===== config.mk =====
export PLATFORM = sky130hd
export DESIGN_NAME = hdmi_cntrlr
export DESIGN_NICKNAME = d
export VERILOG_FILES = /design/src/hdl/hdmi_bus_pkg.sv /design/src/hdl/hdmi_video_pkg.sv /design/src/hdl/mem_req_if.sv /design/src/hdl/hdmi_regfile.sv /design/src/hdl/mem_arbiter.sv /design/src/hdl/frame_fetch.sv /design/src/hdl/pixel_fifo.sv /design/src/hdl/video_timing_gen.sv /design/src/hdl/hdmi_cntrlr.sv
export VERILOG_INCLUDE_DIRS = /design/src /design/src/hdl
export SDC_FILE = /design/constraint.sdc
export NUM_CORES = 1
export LEC_CHECK = 0
export ABC_AREA = 1
export BUFFER_PORTS_ARGS = -buffer_cell sky130_fd_sc_hd__clkbuf_2
export CAP_MARGIN = 20
export CORE_MARGIN = 2
export CORE_UTILIZATION = 27
export DETAILED_ROUTE_END_ITERATION = 12
export PLACE_DENSITY_LB_ADDON = 0.25
export REMOVE_ABC_BUFFERS = 1
export SLEW_MARGIN = 25
export SYNTH_ARGS = -nofsm -noshare
export SYNTH_HDL_FRONTEND = slang
export SYNTH_HIERARCHICAL = 1
export SYNTH_SLANG_ARGS = --single-unit

===== constraint.sdc =====
create_clock -name clk -period 3.01 [get_ports clk]
set_input_delay 0.602 -clock clk [delete_from_list [all_inputs] [get_ports clk]]
set_output_delay 0.602 -clock clk [all_outputs]
set_load 0.01 [all_outputs]

===== src/hdl/hdmi_defines.svh =====
`ifndef HDMI_DEFINES_SVH
`define HDMI_DEFINES_SVH

// Local register bus
`define HDMI_LB_ADDR_W 8
`define HDMI_LB_DATA_W 32

// System memory port, word addressed
`define HDMI_MEM_ADDR_W 27
`define HDMI_MEM_DATA_W 32

// Horizontal raster, in pixels
`define HDMI_H_ACTIVE 8
`define HDMI_H_FP 2
`define HDMI_H_SYNC 2
`define HDMI_H_BP 2

// Vertical raster, in lines
`define HDMI_V_ACTIVE 4
`define HDMI_V_FP 1
`define HDMI_V_SYNC 1
`define HDMI_V_BP 1

// 0 gives active low HSYNC/VSYNC
`define HDMI_SYNC_ACTIVE_HIGH 0

`define HDMI_FIFO_DEPTH 16

// Read data for addresses outside the register map
`define HDMI_UNMAPPED_RD_VAL 32'hdeadbabe

`endif


===== src/hdl/hdmi_bus_pkg.sv =====
`default_nettype none

`include "hdmi_defines.svh"

package hdmi_bus_pkg;

  // Host side register bus
  typedef logic [`HDMI_LB_ADDR_W-1:0] lb_addr_t;
  typedef logic [`HDMI_LB_DATA_W-1:0] lb_data_t;

  // External memory, one word per address
  typedef logic [`HDMI_MEM_ADDR_W-1:0] mem_addr_t;
  typedef logic [`HDMI_MEM_DATA_W-1:0] mem_data_t;

  // Register map byte offsets
  typedef enum lb_addr_t {
    CONFIG     = 8'h00,
    STATUS     = 8'h04,
    FIFO_OCC   = 8'h08,
    FB_BASE    = 8'h0c,
    FB_WR_ADDR = 8'h10,
    FB_WR_DATA = 8'h14
  } reg_offset_e;

endpackage

`default_nettype wire


===== src/hdl/hdmi_video_pkg.sv =====
`default_nettype none

`include "hdmi_defines.svh"

package hdmi_video_pkg;

  // RGB888, low 24 bits of a memory word
  typedef logic [23:0] pixel_t;

  // Occupancy needs one extra code for a full FIFO
  typedef logic [$clog2(`HDMI_FIFO_DEPTH+1)-1:0] fifo_cnt_t;

  // Phase counters, sized for a whole line or frame
  typedef logic [$clog2(`HDMI_H_ACTIVE+`HDMI_H_FP+`HDMI_H_SYNC+`HDMI_H_BP)-1:0] h_cnt_t;
  typedef logic [$clog2(`HDMI_V_ACTIVE+`HDMI_V_FP+`HDMI_V_SYNC+`HDMI_V_BP)-1:0] v_cnt_t;

  // Shared by the horizontal and vertical FSMs
  typedef enum logic [1:0] {ACTIVE, FRONT, SYNC, BACK} timing_phase_e;

endpackage

`default_nettype wire


===== src/hdl/mem_req_if.sv =====
`default_nettype none
`timescale 1ns/100ps

// One requester's path to the memory arbiter
interface mem_req_if;

  logic                    valid;
  logic                    ready;
  logic                    we;
  hdmi_bus_pkg::mem_addr_t addr;
  hdmi_bus_pkg::mem_data_t wdata;

  // Payload held stable from valid up to the handshake
  modport requester (output valid, output we, output addr, output wdata, input ready);

  // Ready only ever reaches the granted side
  modport arbiter (input valid, input we, input addr, input wdata, output ready);

endinterface

`default_nettype wire


===== src/hdl/hdmi_regfile.sv =====
`default_nettype none
`timescale 1ns/100ps

`include "hdmi_defines.svh"

module hdmi_regfile (
  input  logic                      clk,
  input  logic                      rst_n,
  input  logic                      lb_wr_en,
  input  logic                      lb_rd_en,
  input  hdmi_bus_pkg::lb_addr_t    lb_addr,
  input  hdmi_bus_pkg::lb_data_t    lb_wr_data,
  output logic                      lb_wr_valid,
  output logic                      lb_rd_valid,
  output hdmi_bus_pkg::lb_data_t    lb_rd_data,
  input  hdmi_video_pkg::fifo_cnt_t fifo_count,
  input  logic                      underflow,
  output logic                      underflow_clr,
  output logic                      fetch_en,
  output logic                      drvr_en,
  output hdmi_bus_pkg::mem_addr_t   fb_base,
  mem_req_if.requester              mem_wr
);

  hdmi_bus_pkg::reg_offset_e offset;
  hdmi_bus_pkg::mem_addr_t   fb_wr_addr;
  hdmi_bus_pkg::mem_addr_t   req_addr;
  hdmi_bus_pkg::mem_data_t   req_data;
  logic                      wr_busy;
  logic                      wr_start;

  assign offset = hdmi_bus_pkg::reg_offset_e'(lb_addr);

  // Write 1 to STATUS bit0 clears the sticky flag
  assign underflow_clr = lb_wr_en && (offset == hdmi_bus_pkg::STATUS) && lb_wr_data[0];

  // Data write while a request is pending is dropped
  assign wr_start = lb_wr_en && (offset == hdmi_bus_pkg::FB_WR_DATA) && !wr_busy;

  // Single outstanding host write
  assign mem_wr.valid = wr_busy;
  assign mem_wr.we    = 1'b1;
  assign mem_wr.addr  = req_addr;
  assign mem_wr.wdata = req_data;

  always_ff @(posedge clk or negedge rst_n)
  begin
    if (!rst_n)
    begin
      lb_wr_valid <= 1'b0;
      lb_rd_valid <= 1'b0;
      lb_rd_data  <= '0;
      fetch_en    <= 1'b0;
      drvr_en     <= 1'b0;
      fb_base     <= '0;
      fb_wr_addr  <= '0;
      wr_busy     <= 1'b0;
    end
    else
    begin
      lb_wr_valid <= lb_wr_en;
      lb_rd_valid <= lb_rd_en;
      if (lb_wr_en)
      begin
        case (offset)
          hdmi_bus_pkg::CONFIG:
          begin
            fetch_en <= lb_wr_data[0];
            drvr_en  <= lb_wr_data[1];
          end
          hdmi_bus_pkg::FB_BASE:    fb_base    <= hdmi_bus_pkg::mem_addr_t'(lb_wr_data);
          hdmi_bus_pkg::FB_WR_ADDR: fb_wr_addr <= hdmi_bus_pkg::mem_addr_t'(lb_wr_data);
          default: ;
        endcase
      end
      // Address steps as soon as the write is taken
      if (wr_start)
      begin
        wr_busy    <= 1'b1;
        fb_wr_addr <= fb_wr_addr + 1'b1;
      end
      else if (mem_wr.ready)
        wr_busy <= 1'b0;
      if (lb_rd_en)
      begin
        case (offset)
          hdmi_bus_pkg::CONFIG:     lb_rd_data <= hdmi_bus_pkg::lb_data_t'({drvr_en, fetch_en});
          hdmi_bus_pkg::STATUS:     lb_rd_data <= hdmi_bus_pkg::lb_data_t'({wr_busy, underflow});
          hdmi_bus_pkg::FIFO_OCC:   lb_rd_data <= hdmi_bus_pkg::lb_data_t'(fifo_count);
          hdmi_bus_pkg::FB_BASE:    lb_rd_data <= hdmi_bus_pkg::lb_data_t'(fb_base);
          hdmi_bus_pkg::FB_WR_ADDR: lb_rd_data <= hdmi_bus_pkg::lb_data_t'(fb_wr_addr);
          // Write only
          hdmi_bus_pkg::FB_WR_DATA: lb_rd_data <= '0;
          default:                  lb_rd_data <= `HDMI_UNMAPPED_RD_VAL;
        endcase
      end
    end
  end

  // Request payload
  always_ff @(posedge clk)
  begin
    if (wr_start)
    begin
      req_addr <= fb_wr_addr;
      req_data <= hdmi_bus_pkg::mem_data_t'(lb_wr_data);
    end
  end

  // Host issues one access per cycle
  a_lb_excl: assert property (@(posedge clk) disable iff (!rst_n) !(lb_wr_en && lb_rd_en));

endmodule

`default_nettype wire


===== src/hdl/mem_arbiter.sv =====
`default_nettype none
`timescale 1ns/100ps

module mem_arbiter (
  input  logic                    clk,
  input  logic                    rst_n,
  mem_req_if.arbiter              host,
  mem_req_if.arbiter              fetch,
  output logic                    mem_req_valid,
  input  logic                    mem_req_ready,
  output logic                    mem_req_we,
  output hdmi_bus_pkg::mem_addr_t mem_req_addr,
  output hdmi_bus_pkg::mem_data_t mem_req_wdata
);

  // High when the fetcher wins a tie
  logic prio_fetch;
  logic grant_host;
  logic grant_fetch;

  assign grant_host  = host.valid && (!fetch.valid || !prio_fetch);
  assign grant_fetch = fetch.valid && (!host.valid || prio_fetch);

  // Request mux
  assign mem_req_valid = host.valid || fetch.valid;
  assign mem_req_we    = grant_host ? host.we    : fetch.we;
  assign mem_req_addr  = grant_host ? host.addr  : fetch.addr;
  assign mem_req_wdata = grant_host ? host.wdata : fetch.wdata;

  assign host.ready  = grant_host && mem_req_ready;
  assign fetch.ready = grant_fetch && mem_req_ready;

  // Stalled grant keeps priority, a transfer hands it to the other side
  always_ff @(posedge clk or negedge rst_n)
  begin
    if (!rst_n)
      prio_fetch <= 1'b0;
    else if (mem_req_valid)
      prio_fetch <= mem_req_ready ? grant_host : grant_fetch;
  end

  a_one_grant: assert property (@(posedge clk) disable iff (!rst_n)
    !(grant_host && grant_fetch));

  // Stalled grant stays put while the requester holds its request
  a_grant_hold: assert property (@(posedge clk) disable iff (!rst_n)
    (grant_host && !mem_req_ready) |=> grant_host);

endmodule

`default_nettype wire


===== src/hdl/frame_fetch.sv =====
`default_nettype none
`timescale 1ns/100ps

`include "hdmi_defines.svh"

module frame_fetch (
  input  logic                      clk,
  input  logic                      rst_n,
  input  logic                      fetch_en,
  input  hdmi_bus_pkg::mem_addr_t   fb_base,
  mem_req_if.requester              mem_rd,
  input  logic                      mem_rsp_valid,
  input  hdmi_bus_pkg::mem_data_t   mem_rsp_data,
  input  hdmi_video_pkg::fifo_cnt_t fifo_count,
  output logic                      push,
  output hdmi_video_pkg::pixel_t    push_data
);

  localparam int unsigned FRAME_WORDS = `HDMI_H_ACTIVE * `HDMI_V_ACTIVE;
  localparam int unsigned OFS_W = $clog2(FRAME_WORDS);

  logic [OFS_W-1:0]          ofs;
  hdmi_bus_pkg::mem_addr_t   frame_base;
  // Counted from issue to response, pending request included
  hdmi_video_pkg::fifo_cnt_t in_flight;
  logic                      req_valid;
  logic                      has_credit;
  logic                      issue;
  logic                      xfer;
  logic                      last_word;

  assign xfer       = req_valid && mem_rd.ready;
  assign last_word  = ofs == OFS_W'(FRAME_WORDS - 1);
  assign has_credit = (32'(fifo_count) + 32'(in_flight)) < `HDMI_FIFO_DEPTH;
  assign issue      = fetch_en && has_credit && (!req_valid || mem_rd.ready);

  // Reads only
  assign mem_rd.valid = req_valid;
  assign mem_rd.we    = 1'b0;
  assign mem_rd.addr  = frame_base + hdmi_bus_pkg::mem_addr_t'(ofs);
  assign mem_rd.wdata = '0;

  // Responses land in the FIFO as they arrive
  assign push      = mem_rsp_valid;
  assign push_data = hdmi_video_pkg::pixel_t'(mem_rsp_data);

  always_ff @(posedge clk or negedge rst_n)
  begin
    if (!rst_n)
    begin
      req_valid  <= 1'b0;
      ofs        <= '0;
      frame_base <= '0;
      in_flight  <= '0;
    end
    else
    begin
      if (issue)
        req_valid <= 1'b1;
      else if (xfer)
        req_valid <= 1'b0;
      if (xfer)
        ofs <= last_word ? '0 : ofs + 1'b1;
      // New base taken only at a frame boundary
      if ((xfer && last_word) || (ofs == '0 && !req_valid))
        frame_base <= fb_base;
      in_flight <= in_flight + hdmi_video_pkg::fifo_cnt_t'(issue)
                   - hdmi_video_pkg::fifo_cnt_t'(mem_rsp_valid);
    end
  end

  a_no_full_push: assert property (@(posedge clk) disable iff (!rst_n)
    push |-> (32'(fifo_count) < `HDMI_FIFO_DEPTH));

  a_rsp_expected: assert property (@(posedge clk) disable iff (!rst_n)
    mem_rsp_valid |-> (in_flight != '0));

endmodule

`default_nettype wire


===== src/hdl/pixel_fifo.sv =====
`default_nettype none
`timescale 1ns/100ps

`include "hdmi_defines.svh"

module pixel_fifo (
  input  logic                      clk,
  input  logic                      rst_n,
  input  logic                      push,
  input  hdmi_video_pkg::pixel_t    push_data,
  input  logic                      pop,
  output hdmi_video_pkg::pixel_t    pop_data,
  output hdmi_video_pkg::fifo_cnt_t count,
  output logic                      underflow,
  input  logic                      underflow_clr
);

  localparam int unsigned DEPTH = `HDMI_FIFO_DEPTH;
  localparam int unsigned PTR_W = $clog2(DEPTH);

  hdmi_video_pkg::pixel_t mem [DEPTH];
  logic [PTR_W-1:0]       wr_ptr;
  logic [PTR_W-1:0]       rd_ptr;
  logic                   empty;
  logic                   do_push;
  logic                   do_pop;

  assign empty   = count == '0;
  assign do_push = push && (32'(count) < DEPTH);
  assign do_pop  = pop && !empty;

  // Head word is visible without a read cycle, zero when empty
  assign pop_data = empty ? '0 : mem[rd_ptr];

  always_ff @(posedge clk)
  begin
    if (do_push)
      mem[wr_ptr] <= push_data;
  end

  always_ff @(posedge clk or negedge rst_n)
  begin
    if (!rst_n)
    begin
      wr_ptr    <= '0;
      rd_ptr    <= '0;
      count     <= '0;
      underflow <= 1'b0;
    end
    else
    begin
      if (do_push)
        wr_ptr <= (32'(wr_ptr) == DEPTH - 1) ? '0 : wr_ptr + 1'b1;
      if (do_pop)
        rd_ptr <= (32'(rd_ptr) == DEPTH - 1) ? '0 : rd_ptr + 1'b1;
      if (do_push && !do_pop)
        count <= count + 1'b1;
      else if (do_pop && !do_push)
        count <= count - 1'b1;
      // Set beats clear in the same cycle
      if (pop && empty)
        underflow <= 1'b1;
      else if (underflow_clr)
        underflow <= 1'b0;
    end
  end

endmodule

`default_nettype wire


===== src/hdl/video_timing_gen.sv =====
`default_nettype none
`timescale 1ns/100ps

`include "hdmi_defines.svh"

module video_timing_gen (
  input  logic                   clk,
  input  logic                   rst_n,
  input  logic                   drvr_en,
  output logic                   pop,
  input  hdmi_video_pkg::pixel_t pop_data,
  output hdmi_video_pkg::pixel_t tx_d,
  output logic                   tx_de,
  output logic                   tx_hs,
  output logic                   tx_vs
);

  localparam logic SYNC_ON = 1'(`HDMI_SYNC_ACTIVE_HIGH);

  hdmi_video_pkg::timing_phase_e h_phase;
  hdmi_video_pkg::timing_phase_e v_phase;
  hdmi_video_pkg::h_cnt_t        h_cnt;
  hdmi_video_pkg::v_cnt_t        v_cnt;
  logic                          running;
  logic                          h_last;
  logic                          v_last;

  // Last count of each horizontal phase
  function automatic hdmi_video_pkg::h_cnt_t h_end(input hdmi_video_pkg::timing_phase_e p);
    case (p)
      hdmi_video_pkg::ACTIVE: return hdmi_video_pkg::h_cnt_t'(`HDMI_H_ACTIVE - 1);
      hdmi_video_pkg::FRONT:  return hdmi_video_pkg::h_cnt_t'(`HDMI_H_FP - 1);
      hdmi_video_pkg::SYNC:   return hdmi_video_pkg::h_cnt_t'(`HDMI_H_SYNC - 1);
      default:                return hdmi_video_pkg::h_cnt_t'(`HDMI_H_BP - 1);
    endcase
  endfunction

  // Same in lines
  function automatic hdmi_video_pkg::v_cnt_t v_end(input hdmi_video_pkg::timing_phase_e p);
    case (p)
      hdmi_video_pkg::ACTIVE: return hdmi_video_pkg::v_cnt_t'(`HDMI_V_ACTIVE - 1);
      hdmi_video_pkg::FRONT:  return hdmi_video_pkg::v_cnt_t'(`HDMI_V_FP - 1);
      hdmi_video_pkg::SYNC:   return hdmi_video_pkg::v_cnt_t'(`HDMI_V_SYNC - 1);
      default:                return hdmi_video_pkg::v_cnt_t'(`HDMI_V_BP - 1);
    endcase
  endfunction

  // ACTIVE, FRONT, SYNC, BACK, round again
  function automatic hdmi_video_pkg::timing_phase_e next_phase(
    input hdmi_video_pkg::timing_phase_e p
  );
    case (p)
      hdmi_video_pkg::ACTIVE: return hdmi_video_pkg::FRONT;
      hdmi_video_pkg::FRONT:  return hdmi_video_pkg::SYNC;
      hdmi_video_pkg::SYNC:   return hdmi_video_pkg::BACK;
      default:                return hdmi_video_pkg::ACTIVE;
    endcase
  endfunction

  assign h_last = h_cnt == h_end(h_phase);
  assign v_last = v_cnt == v_end(v_phase);
  assign pop    = running && (h_phase == hdmi_video_pkg::ACTIVE)
                  && (v_phase == hdmi_video_pkg::ACTIVE);

  // Idle parks both FSMs on the first active pixel
  always_ff @(posedge clk or negedge rst_n)
  begin
    if (!rst_n)
    begin
      running <= 1'b0;
      h_phase <= hdmi_video_pkg::ACTIVE;
      v_phase <= hdmi_video_pkg::ACTIVE;
      h_cnt   <= '0;
      v_cnt   <= '0;
    end
    else if (!running)
      running <= drvr_en;
    else if (!h_last)
      h_cnt <= h_cnt + 1'b1;
    else
    begin
      h_cnt   <= '0;
      h_phase <= next_phase(h_phase);
      // End of line steps the vertical FSM
      if (h_phase == hdmi_video_pkg::BACK)
      begin
        if (!v_last)
          v_cnt <= v_cnt + 1'b1;
        else
        begin
          v_cnt   <= '0;
          v_phase <= next_phase(v_phase);
          // Frame done, stop here if the driver was disabled
          if (v_phase == hdmi_video_pkg::BACK)
            running <= drvr_en;
        end
      end
    end
  end

  // Output stage to the transmitter pins
  always_ff @(posedge clk or negedge rst_n)
  begin
    if (!rst_n)
    begin
      tx_d  <= '0;
      tx_de <= 1'b0;
      tx_hs <= ~SYNC_ON;
      tx_vs <= ~SYNC_ON;
    end
    else
    begin
      tx_de <= pop;
      tx_d  <= pop ? pop_data : '0;
      tx_hs <= (running && h_phase == hdmi_video_pkg::SYNC) ? SYNC_ON : ~SYNC_ON;
      tx_vs <= (running && v_phase == hdmi_video_pkg::SYNC) ? SYNC_ON : ~SYNC_ON;
    end
  end

endmodule

`default_nettype wire


===== src/hdl/hdmi_cntrlr.sv =====
`default_nettype none
`timescale 1ns/100ps

module hdmi_cntrlr (
  input  logic                    clk,
  input  logic                    rst_n,
  input  logic                    lb_wr_en,
  input  logic                    lb_rd_en,
  input  hdmi_bus_pkg::lb_addr_t  lb_addr,
  input  hdmi_bus_pkg::lb_data_t  lb_wr_data,
  output logic                    lb_wr_valid,
  output logic                    lb_rd_valid,
  output hdmi_bus_pkg::lb_data_t  lb_rd_data,
  output logic                    mem_req_valid,
  input  logic                    mem_req_ready,
  output logic                    mem_req_we,
  output hdmi_bus_pkg::mem_addr_t mem_req_addr,
  output hdmi_bus_pkg::mem_data_t mem_req_wdata,
  input  logic                    mem_rsp_valid,
  input  hdmi_bus_pkg::mem_data_t mem_rsp_data,
  output hdmi_video_pkg::pixel_t  tx_d,
  output logic                    tx_de,
  output logic                    tx_hs,
  output logic                    tx_vs
);

  hdmi_video_pkg::fifo_cnt_t fifo_count;
  hdmi_video_pkg::pixel_t    push_data;
  hdmi_video_pkg::pixel_t    pop_data;
  hdmi_bus_pkg::mem_addr_t   fb_base;
  logic                      fetch_en;
  logic                      drvr_en;
  logic                      push;
  logic                      pop;
  logic                      underflow;
  logic                      underflow_clr;

  // Host writes and frame reads share the memory port
  mem_req_if host_req ();
  mem_req_if fetch_req ();

  hdmi_regfile i_regfile (
    .clk, .rst_n, .lb_wr_en, .lb_rd_en, .lb_addr, .lb_wr_data,
    .lb_wr_valid, .lb_rd_valid, .lb_rd_data, .fifo_count,
    .underflow, .underflow_clr, .fetch_en, .drvr_en, .fb_base,
    .mem_wr (host_req.requester)
  );

  mem_arbiter i_arbiter (
    .clk, .rst_n,
    .host  (host_req.arbiter),
    .fetch (fetch_req.arbiter),
    .mem_req_valid, .mem_req_ready, .mem_req_we, .mem_req_addr, .mem_req_wdata
  );

  frame_fetch i_fetch (
    .clk, .rst_n, .fetch_en, .fb_base,
    .mem_rd (fetch_req.requester),
    .mem_rsp_valid, .mem_rsp_data, .fifo_count, .push, .push_data
  );

  pixel_fifo i_fifo (
    .clk, .rst_n, .push, .push_data, .pop, .pop_data,
    .count (fifo_count), .underflow, .underflow_clr
  );

  video_timing_gen i_timing (
    .clk, .rst_n, .drvr_en, .pop, .pop_data, .tx_d, .tx_de, .tx_hs, .tx_vs
  );

endmodule

`default_nettype wire


==> summary.md, run 1 <==
| Metric | Value |
|---|---|
| WL final | 84.4 mm |
| Critical Path Fanout Max | 5 |
| Gr usage total | 14.9% |
| Pre-antenna DRT Iters | 5 |
| Initial Util | 27.2% |
| CP Capture Type | output port |
| Root Driver | clkbuf_16 |
| Maximum clock rate | roughly 330 MHz |
| Peak supply drop | 543 µV |
| Post-synthesis sequential area ratio | 59.9% |
| FILL cells | approximately 11k |
| Crit path largest cell delay | 0.39 ns |
| Largest area contributor in the netlist | edfxtp_1 |
| Fin crit period | 3.00 ns |
| Yosys top cell area share | 44.8% |
| Slowest CP cell | dfrtp_1 |
| Met3 Usage GRT | 2.71% |
| Die area | 113000 µm² |
| Final setup violation count | 0 |
| Multi-input gate area | roughly 9400 µm² |
| Post-DRT Antenna Nets | 0 |
| Asr flop ratio synth | 28.8% |
| Cell with the most instances after synthesis | nand2_1 |
| Fin crit share | 99.8% |
| Clk pwr share | around a third |
| Relative slew slack | 44.4% |
| Critical-path cell list | ha_4 -> inv_2 -> fa_2 -> inv_2 -> nand3_2 -> nand3_4 -> nand2_4 -> nand2_4 -> xor2_1 -> nand2_1 -> nand2_1 -> buf_2 |
| First-pass GRT wire length | between 100 and 150 mm |
| Initial antenna violation count | 4 |
| Post-Syn Instances | 3203 |
| Crit path DAT | between 2 and 2.5 ns |
| Synth cell count leaders | nand2_1, inv_1, edfxtp_1, nand3_1, nor2_1 |
| Synth Flop Type | edfxtp_1 |
| GRT busiest layer | met2 |
| Clock Skew | 0.0519 ns |
| Die width | 336 µm |
| Status | finished clean |
| Cell Area, Synth | 29700 µm² |
| Delay-heaviest family, CP | adder cells |
| CP Buf/Inv Count | 3 |
| Share of power burned in registers | approximately 37% |
| Area Growth Syn to Fin | 18.0% |
| Net switching power | 0.0103 W |
| Port-buffer cells | 190 |
| CP Class | flop to output port |
| Crit start category | flop |
| Max-slew violations | 0 |
| Nets | 3521 |
| Syn Area/Cell | 9.27 µm² |
| Worst-path clk slew | 0.06 ns |
| IO Count | 200 |
| PnR worst setup slack | 0.00601 ns |
| Hpwl dp | around 54 mm |
| RePlAce Congestion | 0.838 |
| Placed Area | 32200 µm² |
| Post-route total power | 0.0288 W |
| CTS max path bufs | 3 |
| PwrDens | 823 nW/µm² |
| #FFs+latches synth | between 600 and 700 |
| Routed wire per std cell | 17.3 µm |
| Leak pwr | approximately 16 nW |
| Grt total ovfl | 0 |
| YS warnings | 6 |
| Clock Sinks | 622 |
| Required @ worst endpoint | 2.41 ns |
| FF/Latch Area | 17800 µm² |
| Vias | between 20k and 25k |
| Met1 Usage GRT | 20.8% |
| Initial drt markers | 1436 |
| Core Box Area | 109000 µm² |
| Main area contributors after synthesis | edfxtp_1, dfrtp_1, nand2_1 |
| Synth cell types | around 50 |
| Hold Crit Class | input port to flop |
| CTS tree | yes |
| Internal power | 0.0185 W |
| Actual slew at the worst max-slew pin | 0.834 ns |
| EDFF count, synth | 443 |
| Rows | 121 |
| Post-route DRC violation count | 0 |
| Fraction of layout instances using a drive strength above 1 | 15.0% |
| Largest net degree at the start of global routing | 66 |
| Final instance area | roughly 35000 µm² |
| Clock Latency Late Sink | 0.66 ns |
| Hold Violations, Final | 0 |
| Avg Vias per Cell | approximately 4.4 |
| Max_cap viols | 0 |
| Comb power frac | 30.7% |
| Setup TNS after final layout | 0 ns |
| Post-Place Worst Slack | 0.319 ns |
| DIE HEIGHT | about 340 µm |
| Sw Ratio | 35.8% |
| Met2 Resource Use GR | 23.5% |
| RSZ-0062 raised after global routing | true |
| H-tree depth | 3 |
| Cts bufs inserted | 74 |
| Vias in the first global route | 20.5k |
worst paths after layout:
check / start / endpoint / slack [ns] / depth (start not counted)
worst max-delay path: i_fetch/frame_base[0] / mem_req_addr[6] / 0.006 / 12
worst min-delay path: lb_wr_data[28] / i_regfile/mem_wr.wdata[28] / 0.12 / 1
worst max register to register: i_fetch/in_flight[1] / i_fetch/in_flight[4] / 0.37 / 12
worst min register to register: i_regfile/lb_rd_data[6] / i_regfile/lb_rd_data[6] / 0.48 / 2
max in group asynchronous: rst_n / i_timing/tx_hs / 1.75 / 3
min in group asynchronous: rst_n / i_timing/tx_d[16] / 0.51 / 2
state kept, by name, indices dropped and copies added (netlist names), 24 cells and up:
name	cells
i_fifo/mem	384
i_timing/tx_d	24
i_regfile/lb_rd_data	28
i_regfile/fb_base	27
i_regfile/mem_wr.wdata	32
i_regfile/mem_wr.addr	27
i_fetch/frame_base	27
i_regfile/fb_wr_addr	27
power groups by stage:
stage / clock network, W / logic, W / registers (W)
after floorplan: 0 / 0.00503 / 0.0110
after global placement: 0 / 0.00878 / 0.0107
after detailed placement: 0 / 0.00882 / 0.0107
after CTS: 0.00966 / 0.00890 / 0.0106
after global routing: 0.0100 / 0.00998 / 0.0106
final: 0.00943 / 0.00885 / 0.0106
through the flow:
| step | utilization [%] | hold WS (ns) | cells |
|---|---|---|---|
| global route | 32.1 | 0.0912 | 4880 |
| global placement | 29.5 | 0.466 | 4728 |
| CTS | 32.0 | 0.0838 | 4869 |
| detailed placement | 29.5 | 0.469 | 4728 |
| finish | 32.1 | 0.121 | 4880 |
| floorplan | - | 0.306 | 3047 |
final cells by class:
cell class	instances	area share [%]
clock buffer	100	5.79
tap	1414	5.05
inverter	457	4.92
antenna	1	0.00714
clock inverter	37	1.59
sequential	622	50.8
timing repair buffer	280	5.11
multi-input combinational	1969	26.7
cell families (layout without fill, tap and decap cells):
family / Yosys count / count (layout) / synth area share, %
simple gates: 1641 / 1642 / 23.0
buf+inv: 645 / 874 / 9.79
flops: 622 / 622 / 59.9
compound gates: 217 / 217 / 4.20
fa+ha+maj: 39 / 39 / 1.72
xor+xnor: 24 / 24 / 0.708
mux: 12 / 12 / 0.582
other cells: 3 / 36 / 0.0379
repair_timing:
| action | CTS | global route |
|---|---|---|
| hold buffers | 1 | 0 |
| pin swaps | 7 | 12 |
| endpoints found under the hold margin | 48 | 0 |
| gates cloned | 0 | 1 |
| gates resized for setup | 24 | 28 |
| setup buffers | 3 | 9 |
| endpoints found under the setup margin | 24 | 23 |
placed cells by master (no fill, tap or decap), types with 5 or more instances in the layout:
cell type | Yosys | layout
a21oi_1 | 63 | 63
buf_12 | 0 | 11
buf_2 | 59 | 6
buf_4 | 76 | 78
bufinv_16 | 0 | 10
clkbuf_1 | 27 | 18
clkbuf_16 | 0 | 74
clkbuf_2 | 0 | 181
clkbuf_8 | 0 | 8
clkinv_1 | 1 | 7
clkinv_2 | 0 | 8
conb_1 | 3 | 35
dfrtp_1 | 177 | 170
dfrtp_2 | 0 | 6
edfxtp_1 | 443 | 443
ha_1 | 36 | 32
inv_1 | 445 | 440
inv_2 | 9 | 13
mux2_4 | 10 | 10
nand2_1 | 1000 | 986
nand2_2 | 7 | 15
nand2_4 | 4 | 11
nand3_1 | 337 | 336
nand4_1 | 6 | 6
nor2_1 | 252 | 235
nor2_2 | 8 | 15
nor2_4 | 6 | 16
o211ai_1 | 29 | 29
o21ai_0 | 76 | 76
o21ai_1 | 20 | 20
o21ai_2 | 17 | 15
o22ai_1 | 5 | 5
xnor2_1 | 9 | 9
xor2_1 | 15 | 15
worst reg2reg max path, cell delays in order, from the launching register on:
cell and delay, ns:
dfrtp_1 0.43, ha_1 0.29, nand3_1 0.06, a21boi_0 0.08
o21ai_0 0.22, nand3_1 0.10, ha_1 0.28, inv_1 0.06
ha_1 0.16, inv_1 0.05, fa_1 0.39, o21ai_0 0.24
xor2_1 0.17
layer usage:
| metal | wire length [µm] | vias to the layer above |
|---|---|---|
| li1 | - | 10600 |
| met1 | 39900 | 10300 |
| met2 | 38100 | 490 |
| met3 | 4270 | 121 |
| met4 | 2080 | 6 |
| met5 | 33 | - |
No activity file was read; power rests on OpenSTA's default activity.
==> inputs of run 2 (changes only) <==
--- a/config.mk
+++ b/config.mk
@@ -14,6 +14,7 @@
 export DETAILED_ROUTE_END_ITERATION = 12
 export PLACE_DENSITY_LB_ADDON = 0.25
 export REMOVE_ABC_BUFFERS = 1
+export SETUP_SLACK_MARGIN = 0.05
 export SLEW_MARGIN = 25
 export SYNTH_ARGS = -nofsm -noshare
 export SYNTH_HDL_FRONTEND = slang
==> run 2 against run 1 <==
Effect of this change: register-to-register slack is essentially flat; setup slack gained 0.013 ns; count of clock-buffer cells in the layout did not move; combinational power about the same; sequential share of layout area decreased by 0.069 points; die area is the same; clock power barely moved; wire length barely moved; final cell count about the same; non-clock buffer count up 2; critical endpoint unchanged; highest routed layer unchanged.
==> summary.md, run 2 (synthesized netlist as in run 1, its figures left out) <==
| Metric | Value |
|---|---|
| Status | finished clean |
| Sw Ratio | a little over a third |
| Net switching power | 0.0103 W |
| Required @ worst endpoint | 2.41 ns |
| Relative slew slack | between 40 and 50% |
| Port-buffer cells | 190 |
| Nets | approximately 3.5k |
| Hpwl dp | ~54 mm |
| PwrDens | 823 nW/µm² |
| Routed wire per std cell | 17.3 µm |
| Post-route total power | 0.0289 W |
| End of the worst register-to-register path | i_fetch/in_flight[4] |
| Final setup violation count | 0 |
| Commonest non-fill, non-tap cell in the layout | nand2_1 |
| WHS Endpoint | i_regfile/mem_wr.wdata[28] |
| Avg Vias per Cell | approximately 4.4 |
| Actual slew at the worst max-slew pin | 0.834 ns |
| Most frequent cells in the layout | nand2_1, edfxtp_1, inv_1, nand3_1, nor2_1 |
| Pre-antenna DRT Iters | 6 |
| Die area | roughly 110000 µm² |
| Maximum clock rate | roughly 330 MHz |
| CTS tree | yes |
| Leak pwr | 15.6 nW |
| IO Count | 200 |
| Vias in the first global route | 20.5k |
| Fin crit share | about 99% |
| Multi-input gate area | between 9000 and 10000 µm² |
| Max-slew violations | 0 |
| Worst-path clk slew | 0.06 ns |
| Peak supply drop | 542 µV |
| Core Box Area | approximately 110000 µm² |
| Hold Path Origin | lb_wr_data[28] |
| Hold Crit Class | input port to flop |
| Max_cap viols | 0 |
| Clk pwr share | 32.7% |
| Hold Violations, Final | 0 |
| CP Capture Type | output port |
| Clock Latency Late Sink | 0.66 ns |
| Non-Filler Instances | 4882 |
| Rows | 121 |
| Fraction of layout instances using a drive strength above 1 | 15.2% |
| Cts bufs inserted | 74 |
| Reg2reg setup slack | 0.38 ns |
| Area Growth Syn to Fin | 18.2% |
| PnR worst setup slack | 0.0185 ns |
| Critical Path Fanout Max | 5 |
| Root Driver | clkbuf_16 |
| Crit path DAT | 2.39 ns |
| Initial antenna violation count | 4 |
| CTS max path bufs | 3 |
| Gr usage total | 14.9% |
| Initial drt markers | 1476 |
| Fin crit period | 2.99 ns |
| Placed Area | 32200 µm² |
| RSZ-0062 raised after global routing | true |
| Post-route DRC violation count | 0 |
| RePlAce Congestion | 0.838 |
| First-pass GRT wire length | 128 mm |
| H-tree depth | 3 |
| Crit start category | flop |
| Top reg by flops | i_fifo/mem |
| Die width | 336 µm |
| Grt total ovfl | 0 |
| Number of placed cells counting well taps | 4728 |
| Share of power burned in registers | 36.6% |
| Register-to-Register Path Depth | 12 |
| FF/Latch Area | about 18000 µm² |
| Comb power frac | a little under a third |
| Vias | 21.5k |
| Clock Skew | 0.0533 ns |
| Final core occ | 32.2% |
| Post-DRT Antenna Nets | 0 |
| Worst R2R Start | i_fetch/in_flight[1] |
| Post-Place Worst Slack | 0.319 ns |
| Clock Sinks | 622 |
| Internal power | 0.0185 W |
| CP Class | flop to output port |
| Final instance area | about 35000 µm² |
| Hold depth | 1 |
| Initial Util | a little over a quarter |
| Number of flip-flops in the largest register | 384 |
| DIE HEIGHT | 336 µm |
| FILL cells | 11.3k |
| Largest net degree at the start of global routing | 66 |
| WL final | 84.4 mm |
==> run 2: power by group through the flow <==
stage	Combinational, W	Clock (W)	Sequential, W
6_report	0.00888	0.00943	0.0106
5_1_grt	0.0100	0.0100	0.0106
4_1_cts	0.00895	0.00966	0.0106
3_5_place_dp	0.00882	0	0.0107
3_3_place_gp	0.00878	0	0.0107
2_1_floorplan	0.00503	0	0.0110
==> run 2: final cells by class <==
class	count	area share (%)
Sequential cell	622	50.7
Timing Repair Buffer	282	5.14
Antenna cell	1	0.00713
Clock buffer	100	5.79
Multi-Input combinational cell	1969	26.8
Inverter	457	4.91
Tap cell	1414	5.04
Clock inverter	37	1.59
==> run 2: how the worst max path moves through the flow <==
stage / from / to / slack (ns) / cells after the start
final: i_fetch/frame_base[0] / mem_req_addr[6] / 0.02 / 12
after global routing: i_fetch/ofs[0] / mem_req_addr[20] / -0.13 / 13
after CTS: i_fetch/frame_base[0] / mem_req_addr[6] / -0.06 / 12
after detailed placement: i_fetch/ofs[0] / mem_req_addr[14] / 0.32 / 13
after global placement: i_fetch/ofs[0] / mem_req_addr[6] / 0.33 / 12
after floorplan: i_fifo/rd_ptr[0] / i_timing/tx_d[0] / -3.18 / 10
==> run 2: layer usage <==
metal  up-vias  global-route usage [%]  routed length [µm]
li1      10600                       -                   -
met1     10300                    20.8               39800
met2       478                    23.6               38200
met3       120                    2.71                4310
met4         6                    4.30                2070
met5         -                       0                  33
==> run 2: through the flow <==
stage | TNS (ns) | hold WS (ns)
after floorplan | -81.02 | 0.306
after global placement | 0 | 0.466
after detailed placement | 0 | 0.469
after CTS | -0.269 | 0.0838
after global routing | -1.07 | 0.0912
final | 0 | 0.120
==> run 2: critical path, stage by stage, from the launching register on <==
cell and delay [ns]:
dfrtp_1 0.39, ha_4 0.15, inv_2 0.03, fa_2 0.36, inv_2 0.07, nand3_2 0.08, nand3_4 0.12, nand2_4 0.07
nand2_4 0.09, xor2_1 0.15, nand2_1 0.06, nand2_1 0.06, buf_2 0.14
==> run 2: what timing repair did <==
item | CTS | global route
pin swaps | 11 | 15
hold buffers | 1 | 0
hold endpoints to repair | 48 | 0
endpoints found under the setup margin | 24 | 23
resized for setup | 30 | 35
buffers inserted | 6 | 8
gates cloned | 1 | 0
